### src/logic/spi_bridge_pkg.sv
//----------------------------------------------------------
// shared widths, depths and payload types
// for the spi to can register read bridge
//----------------------------------------------------------
package spi_bridge_pkg;

   // frame lengths, counted in sclk edges
   localparam int CMD_BITS  = 24;   // id, addr, tag on mosi
   localparam int RESP_BITS = 32;   // id, addr, tag, data on miso

   // can receive register bank
   localparam int REG_DEPTH = 256;  // receive registers
   localparam int REG_AW    = 8;    // address bits used by the bank

   // bit counter covers command plus response rises
   localparam int BIT_CNT_W = $clog2(CMD_BITS + RESP_BITS + 1);

   // one spi byte, also one can register
   typedef logic [7:0] byte_t;

   // command as received, msb first
   //   [23:16] node id
   //   [15:8]  register address
   //   [7:0]   register tag
   typedef logic [CMD_BITS-1:0] cmd_t;

   // response word, msb first
   //   [31:24] node id
   //   [23:16] register address
   //   [15:8]  register tag
   //   [7:0]   register data
   typedef logic [RESP_BITS-1:0] resp_t;

endpackage

### src/logic/spi_shift_reg.sv
//----------------------------------------------------------
// parallel-load shift register, serial in and serial out
// width follows the payload type
//----------------------------------------------------------
`timescale 1ns/1ps

module spi_shift_reg import spi_bridge_pkg::*;
#(
   parameter type payload_t = byte_t  // cmd_t for rx, resp_t for tx
)
(
   input  logic     clk,
   input  logic     rst,         // sync, active low
   input  logic     load,        // parallel load strobe
   input  payload_t load_data,   // word taken on load
   input  logic     shift,       // one bit toward msb
   input  logic     serial_in,   // enters at lsb
   output logic     serial_out,  // always the msb
   output payload_t data         // current contents
);

   // load wins over shift, both take effect next cycle
   always_ff @(posedge clk)
   begin
      if (!rst)
      begin
         data <= '0;  // keeps miso low out of reset
      end
      else if (load)
      begin
         data <= load_data;
      end
      else if (shift)
      begin
         // msb drops out, new bit at lsb
         data <= {data[$bits(payload_t)-2:0], serial_in};
      end
   end

   // msb first on the wire
   assign serial_out = data[$bits(payload_t)-1];

endmodule

### src/logic/can_rx_regs.sv
//----------------------------------------------------------
// can controller receive register bank
// written from the can side, read by address
//----------------------------------------------------------
`timescale 1ns/1ps

module can_rx_regs import spi_bridge_pkg::*;
(
   input  logic  clk,
   input  logic  rst,       // sync, active low
   input  logic  can_wr,    // write strobe from can side
   input  byte_t can_addr,  // register to write
   input  byte_t can_data,  // byte to write
   input  byte_t rd_addr,   // address from spi command
   output byte_t rd_data    // combinational read
);

   byte_t regs [REG_DEPTH];  // received bytes

   // one byte per can_wr, visible the next cycle
   always_ff @(posedge clk)
   begin
      if (!rst)
      begin
         for (int i = 0; i < REG_DEPTH; i++)
         begin
            regs[i] <= '0;  // bank starts empty
         end
      end
      else if (can_wr)
      begin
         regs[can_addr[REG_AW-1:0]] <= can_data;
      end
   end

   // zero-cycle read, sampled by the response buffer
   assign rd_data = regs[rd_addr[REG_AW-1:0]];

endmodule

### src/logic/buffer_rec_spi_data.sv
//----------------------------------------------------------
// response buffer
// packs id, address, tag and register data into one word
// and flags each new word with a one-cycle pulse
//----------------------------------------------------------
`timescale 1ns/1ps

module buffer_rec_spi_data import spi_bridge_pkg::*;
(
   input  logic  clk,
   input  logic  rst,            // sync, active low
   input  logic  buffer_en,      // one-cycle capture strobe
   input  byte_t spi_id_in,      // node id byte
   input  byte_t spi_select,     // register address byte
   input  byte_t spi_reg,        // register tag byte
   input  byte_t data_rec_in,    // byte from the receive bank
   output logic  end_read_miso,  // new word ready
   output resp_t data_rec_out    // {id, addr, tag, data}
);

   always_ff @(posedge clk)
   begin
      if (!rst)
      begin
         data_rec_out  <= '0;
         end_read_miso <= 1'b0;
      end
      else
      begin
         end_read_miso <= buffer_en;  // follows the strobe by one cycle
         if (buffer_en)
         begin
            // id in the top byte, register data at the bottom
            data_rec_out <= {spi_id_in, spi_select, spi_reg, data_rec_in};
         end
         // otherwise hold, so an aborted frame leaves the last word
      end
   end

endmodule

### src/logic/spi_read_ctrl.sv
//----------------------------------------------------------
// spi read control
// sclk edge detect, bit count, frame phase
// rx shift, buffer strobe, tx load and tx shift
//----------------------------------------------------------
`timescale 1ns/1ps

module spi_read_ctrl import spi_bridge_pkg::*;
(
   input  logic clk,
   input  logic rst,            // sync, active low
   input  logic sclk,           // spi clock, mode 0
   input  logic cs_n,           // frame select, low active
   input  logic end_read_miso,  // response word ready
   output logic rx_shift,       // take mosi into command
   output logic buffer_en,      // capture command and data
   output logic tx_load,        // load response into tx shifter
   output logic tx_shift        // next response bit on miso
);

   // one pass through the phases per frame
   typedef enum logic [2:0]
   {
      PH_IDLE,    // cs_n high, or first cycle of a frame
      PH_CMD,     // receiving the 24 command bits
      PH_STROBE,  // waiting for the buffer to fill
      PH_RESP,    // shifting the response out
      PH_DONE     // all bits sent, wait for cs_n
   } phase_t;

   phase_t               phase;
   logic                 sclk_q;         // sclk one cycle late
   logic                 sclk_rise;
   logic                 sclk_fall;
   logic [BIT_CNT_W-1:0] bit_cnt;        // sclk rises in this frame
   logic                 cmd_phase;      // command bits still expected
   logic                 last_cmd_bit;   // 24th rise
   logic                 last_resp_bit;  // 32nd response shift

   always_ff @(posedge clk)
   begin
      if (!rst)
         sclk_q <= 1'b0;  // mode 0 idles low
      else
         sclk_q <= sclk;
   end

   assign sclk_rise = sclk & ~sclk_q;
   assign sclk_fall = ~sclk & sclk_q;

   // a rise in the idle cycle still counts once cs_n is low
   assign cmd_phase    = (phase == PH_IDLE) || (phase == PH_CMD);
   assign rx_shift     = sclk_rise & ~cs_n & cmd_phase;
   assign last_cmd_bit = rx_shift && (bit_cnt == BIT_CNT_W'(CMD_BITS - 1));

   // load in the same cycle the buffer reports its new word
   assign tx_load = end_read_miso & ~cs_n & (phase == PH_STROBE);

   // the fall right after the 24th rise keeps bit 31 on miso,
   // shifting starts once the host has sampled it
   assign tx_shift = sclk_fall & ~cs_n & (phase == PH_RESP)
                   & (bit_cnt != BIT_CNT_W'(CMD_BITS));
   assign last_resp_bit = tx_shift
                        && (bit_cnt == BIT_CNT_W'(CMD_BITS + RESP_BITS));

   always_ff @(posedge clk)
   begin
      if (!rst)
      begin
         phase     <= PH_IDLE;
         bit_cnt   <= '0;
         buffer_en <= 1'b0;
      end
      else if (cs_n)
      begin
         // end of frame or abort
         phase     <= PH_IDLE;
         bit_cnt   <= '0;
         buffer_en <= 1'b0;
      end
      else
      begin
         buffer_en <= last_cmd_bit;  // one cycle after the 24th rise

         if (sclk_rise && (phase != PH_DONE))
            bit_cnt <= bit_cnt + 1'b1;  // max 56, fits BIT_CNT_W

         case (phase)
            PH_IDLE:
            begin
               phase <= PH_CMD;
            end
            PH_CMD:
            begin
               if (last_cmd_bit)
                  phase <= PH_STROBE;
            end
            PH_STROBE:
            begin
               if (tx_load)
                  phase <= PH_RESP;
            end
            PH_RESP:
            begin
               if (last_resp_bit)
                  phase <= PH_DONE;  // shifter now all zero
            end
            PH_DONE:
            begin
               phase <= PH_DONE;  // hold until cs_n rises
            end
            default:
            begin
               phase <= PH_IDLE;
            end
         endcase
      end
   end

endmodule

### src/logic/spi_can_bridge.sv
//----------------------------------------------------------
// spi to can register read bridge, top level
// control, command and response shifters,
// receive register bank and response buffer
//----------------------------------------------------------
`timescale 1ns/1ps

module spi_can_bridge import spi_bridge_pkg::*;
(
   input  logic  clk,
   input  logic  rst,            // sync, active low
   input  logic  sclk,           // spi clock, mode 0
   input  logic  cs_n,           // frame select
   input  logic  mosi,           // command in, msb first
   output logic  miso,           // response out, msb first
   input  logic  can_wr,         // can side register write
   input  byte_t can_addr,
   input  byte_t can_data,
   output logic  end_read_miso,  // one-cycle done pulse
   output resp_t data_rec_out    // parallel response word
);

   logic  rx_shift;
   logic  buffer_en;
   logic  tx_load;
   logic  tx_shift;
   cmd_t  cmd_word;  // received command bits
   byte_t cmd_id;
   byte_t cmd_addr;
   byte_t cmd_tag;
   byte_t reg_data;  // bank read at cmd_addr

   // command bytes in arrival order
   assign cmd_id   = cmd_word[CMD_BITS-1 -: 8];
   assign cmd_addr = cmd_word[CMD_BITS-9 -: 8];
   assign cmd_tag  = cmd_word[7:0];

   spi_read_ctrl spi_read_ctrl_i (
      .clk           (clk),
      .rst           (rst),
      .sclk          (sclk),
      .cs_n          (cs_n),
      .end_read_miso (end_read_miso),
      .rx_shift      (rx_shift),
      .buffer_en     (buffer_en),
      .tx_load       (tx_load),
      .tx_shift      (tx_shift)
   );

   // command shifter, serial only
   spi_shift_reg #(.payload_t(cmd_t)) rx_shift_reg_i (
      .clk        (clk),
      .rst        (rst),
      .load       (1'b0),
      .load_data  ('0),
      .shift      (rx_shift),
      .serial_in  (mosi),
      .serial_out (),
      .data       (cmd_word)
   );

   can_rx_regs can_rx_regs_i (
      .clk      (clk),
      .rst      (rst),
      .can_wr   (can_wr),
      .can_addr (can_addr),
      .can_data (can_data),
      .rd_addr  (cmd_addr),
      .rd_data  (reg_data)
   );

   buffer_rec_spi_data buffer_rec_spi_data_i (
      .clk           (clk),
      .rst           (rst),
      .buffer_en     (buffer_en),
      .spi_id_in     (cmd_id),
      .spi_select    (cmd_addr),
      .spi_reg       (cmd_tag),
      .data_rec_in   (reg_data),
      .end_read_miso (end_read_miso),
      .data_rec_out  (data_rec_out)
   );

   // response shifter, zeros fill in behind the last bit
   spi_shift_reg #(.payload_t(resp_t)) tx_shift_reg_i (
      .clk        (clk),
      .rst        (rst),
      .load       (tx_load),
      .load_data  (data_rec_out),
      .shift      (tx_shift),
      .serial_in  (1'b0),
      .serial_out (miso),
      .data       ()
   );

endmodule

### config.mk
export PLATFORM = sky130hd
export DESIGN_NAME = spi_can_bridge
export DESIGN_NICKNAME = d
export VERILOG_FILES = /design/src/logic/spi_bridge_pkg.sv /design/src/logic/spi_shift_reg.sv /design/src/logic/can_rx_regs.sv /design/src/logic/buffer_rec_spi_data.sv /design/src/logic/spi_read_ctrl.sv /design/src/logic/spi_can_bridge.sv
export SDC_FILE = /design/constraint.sdc
export NUM_CORES = 2
export LEC_CHECK = 0
export BUFFER_PORTS_ARGS = -buffer_cell sky130_fd_sc_hd__clkbuf_2
export CAP_MARGIN = 0
export CELL_PAD_IN_SITES_DETAIL_PLACEMENT = 1
export CELL_PAD_IN_SITES_GLOBAL_PLACEMENT = 2
export CORE_UTILIZATION = 51
export DETAILED_ROUTE_END_ITERATION = 6
export PLACE_DENSITY = 0.83
export SYNTH_ARGS = -nofsm -noshare
export SYNTH_HDL_FRONTEND = slang
export SYNTH_HIERARCHICAL = 1
export SYNTH_SLANG_ARGS = --single-unit
export TNS_END_PERCENT = 30
### constraint.sdc
create_clock -name clk -period 3.89 [get_ports clk]
set_input_delay 0.1945 -clock clk [delete_from_list [all_inputs] [get_ports clk]]
set_output_delay 0.1945 -clock clk [all_outputs]
set_load 0.005 [all_outputs]
==> flow_metrics.tcl <==
set metrics [dict create \
    globalRouteTotalUtil_pct 32.8 \
    period_share_pct 99.5 \
    clock-root-buffer "clkbuf_16" \
    vias 65300 \
    critical_path_arrival_ns 4.64 \
    grt_pass1_vias 66900 \
    dieArea_um2 199000 \
    worst_hold_path_type "input port to flip-flop" \
    grt_antenna_before_repair 27 \
    final.fill_count 18100 \
    fin_hold_ws_ns 0.0913 \
    stdcell_area_um2 112000 \
    unrepaired_setup_endpoints_after_global_routing "no" \
    layout.area.seq_um2 63500 \
    finalWeightedCongestion 0.907 \
    initial_core_util_pct 51.5 \
    cts.htree.levels 4 \
    numCtsBuffers 221 \
    wl_um 329000 \
    core_region_area_um2 196000 \
    synth_warnings 6 \
    worstSetupStartpointType "flip-flop" \
    timing.critical_path.fanout_max 91 \
    p_per_area_nw_per_um2 474 \
    post-route-min-period_ns 3.87 \
    post-route-util_pct 57.3 \
    timing_max_transition_violations_final 0 \
    cts_setup_buffers 0 \
    reported_net_switching_power_w 0.0129 \
    multi_input_comb_area_um2 33600 \
    timing.slew.headroom_pct 6.37 \
    comb_power_share_pct 9.1 \
    path_class "flip-flop to flip-flop" \
    clock_power_share_pct 40.4 \
    cap_violations 0 \
    cts_clock_pin_slew_for_the_worst_setup_and_hold_paths_ns 0.06 \
    cts_num_sinks 2148 \
    ir_worst_vdd_mv 0.394 \
    cts_max_path_buffers 3 \
    place_area_um2 105000 \
    cts_tree "yes" \
    clkLatencyLatePin_ns 0.89 \
    combined_area_of_all_synthesized_cells_um2 101000 \
    instances_no_fill 9803 \
    firstDrtPassIters 5 \
    postSynthCellCount 7102 \
    sequentialPowerShare_pct 50.5 \
    worst_ep_required_time_ns 4.66 \
    die_y_extent_um 447 \
    post-place-cells 9372 \
    buffer_ports.inserted 55 \
    skew_ns 0.0352 \
    post_drt_wl_per_cell_um 33.6 \
    hold_viol_final 0 \
    finalSetupViolCount 0 \
    num_rows 162 \
    power.static_leakage_nw 43.9 \
    tightestPinTransition_ns 1.39 \
    drc 0 \
    p_total_w 0.0531 \
    power.switching_fraction_pct 24.4 \
    post_route_cells_drive_above_1_share_pct 19.0 \
    final_net_count 7000 \
    ant_nets 0 \
    first_pass_grt_wire_length_um 475000 \
    global_route_total_overflow 0 \
    power.internal_w 0.0402 \
    avg_vias_per_cell 6.66 \
    syn_avg_cell_area_um2 14.2 \
    dp_hpwl_um 204000 \
    end_kind "flip-flop" \
    status "finished clean" \
    grt_start_max_net_pins 145 \
    num_io_pins 56 \
    syn_to_final_growth_pct 11.3 \
    die_x_um 447 \
    drt_first_iter_violations 8342 \
    maxClockFrequency_ghz 0.258 \
]
-- power groups by stage --
stage,registers (W),clock network [W],logic [W]
after floorplan,0.0270,0,0.00285
after global placement,0.0272,0,0.00467
after detailed placement,0.0273,0,0.00474
after CTS,0.0268,0.0215,0.00477
after global routing,0.0269,0.0222,0.00499
final,0.0268,0.0215,0.00484
-- through the flow --
step	setup WS (ns)	setup TNS [ns]
2_1_floorplan	1.42	0
6_report	0.0193	0
3_5_place_dp	-0.0224	-0.0224
3_3_place_gp	-0.00777	-0.00777
5_1_grt	0.0370	0
4_1_cts	0.159	0
-- final cells by class --
| class | instances | share of cell area (%) |
|---|---|---|
| well taps | 2624 | 2.93 |
| clock buffers | 291 | 5.37 |
| clock inverters | 121 | 1.03 |
| repair buffers | 498 | 4.02 |
| multi-input cells | 4098 | 30.0 |
| flip-flops and latches | 2148 | 56.6 |
| inverters | 9 | 0.0324 |
| diodes | 14 | 0.0312 |
-- timing repair --
item / CTS / global route
cloned: 0 / 0
gates resized for setup: 1 / 2
hold buffers: 5 / 0
setup endpoints to repair: 1 / 2
endpoints found under the hold margin: 12 / 0
-- sequential cells by signal (all words and copies together), names as in the netlist --
name / cells
spi_read_ctrl_i/phase: 3
buffer_rec_spi_data_i/end_read_miso: 1
spi_read_ctrl_i/bit_cnt: 6
spi_read_ctrl_i/buffer_en: 1
rx_shift_reg_i/data: 24
tx_shift_reg_i/data: 32
can_rx_regs_i/regs: 2048
spi_read_ctrl_i/sclk_q: 1
buffer_rec_spi_data_i/data_rec_out: 32
-- worst max-delay path, cell delays in order, from the launching register on --
cell and delay (ns):
dfxtp_4 0.69, buf_12 0.45, mux4_2 0.43, a22oi_1 0.31
a21oi_1 0.31, nor4_1 0.73, buf_4 0.29, nor4_1 0.06
mux2i_1 0.15, nor2b_1 0.06
-- path summary, 6_finish.rpt --
kind,startpoint,end,slack (ns),cells after the start
max,rx_shift_reg_i/data[9],buffer_rec_spi_data_i/data_rec_out[3],0.02,9
min,can_data[6],can_rx_regs_i/regs[165][6],0.09,2
max reg2reg,rx_shift_reg_i/data[9],buffer_rec_spi_data_i/data_rec_out[3],0.02,9
min reg2reg,spi_read_ctrl_i/bit_cnt[5],spi_read_ctrl_i/bit_cnt[5],0.51,2
-- layer usage --
metal | track usage (%) | share of wire [%] | wire length, um
met1 | 44.4 | 39 | 129000
met2 | 52.8 | 48 | 157000
met3 | 5.53 | 8.7 | 28700
met4 | 13.8 | 4.4 | 14400
met5 | 0 | 0.012 | 40
-- layout by cell type, fill, tap and decap left out, types with 42 or more instances in the layout --
cell type and count:
buf_12 65, dfxtp_1 93, nand2_1 249, o221ai_1 48, a21oi_1 113, mux2i_1 227
buf_4 373, a22oi_1 75, nor2b_1 50, mux4_2 410, nand2b_1 53, clkbuf_1 52
nor2_1 72, mux2_4 50, clkbuf_2 46, clkbuf_16 225, o21ai_0 201, o22ai_1 42
and3_1 1646, o211a_1 56, edfxtp_1 2048, clkinv_1 45, and2_1 414
Note: power is estimated with default switching activity, not from simulation.
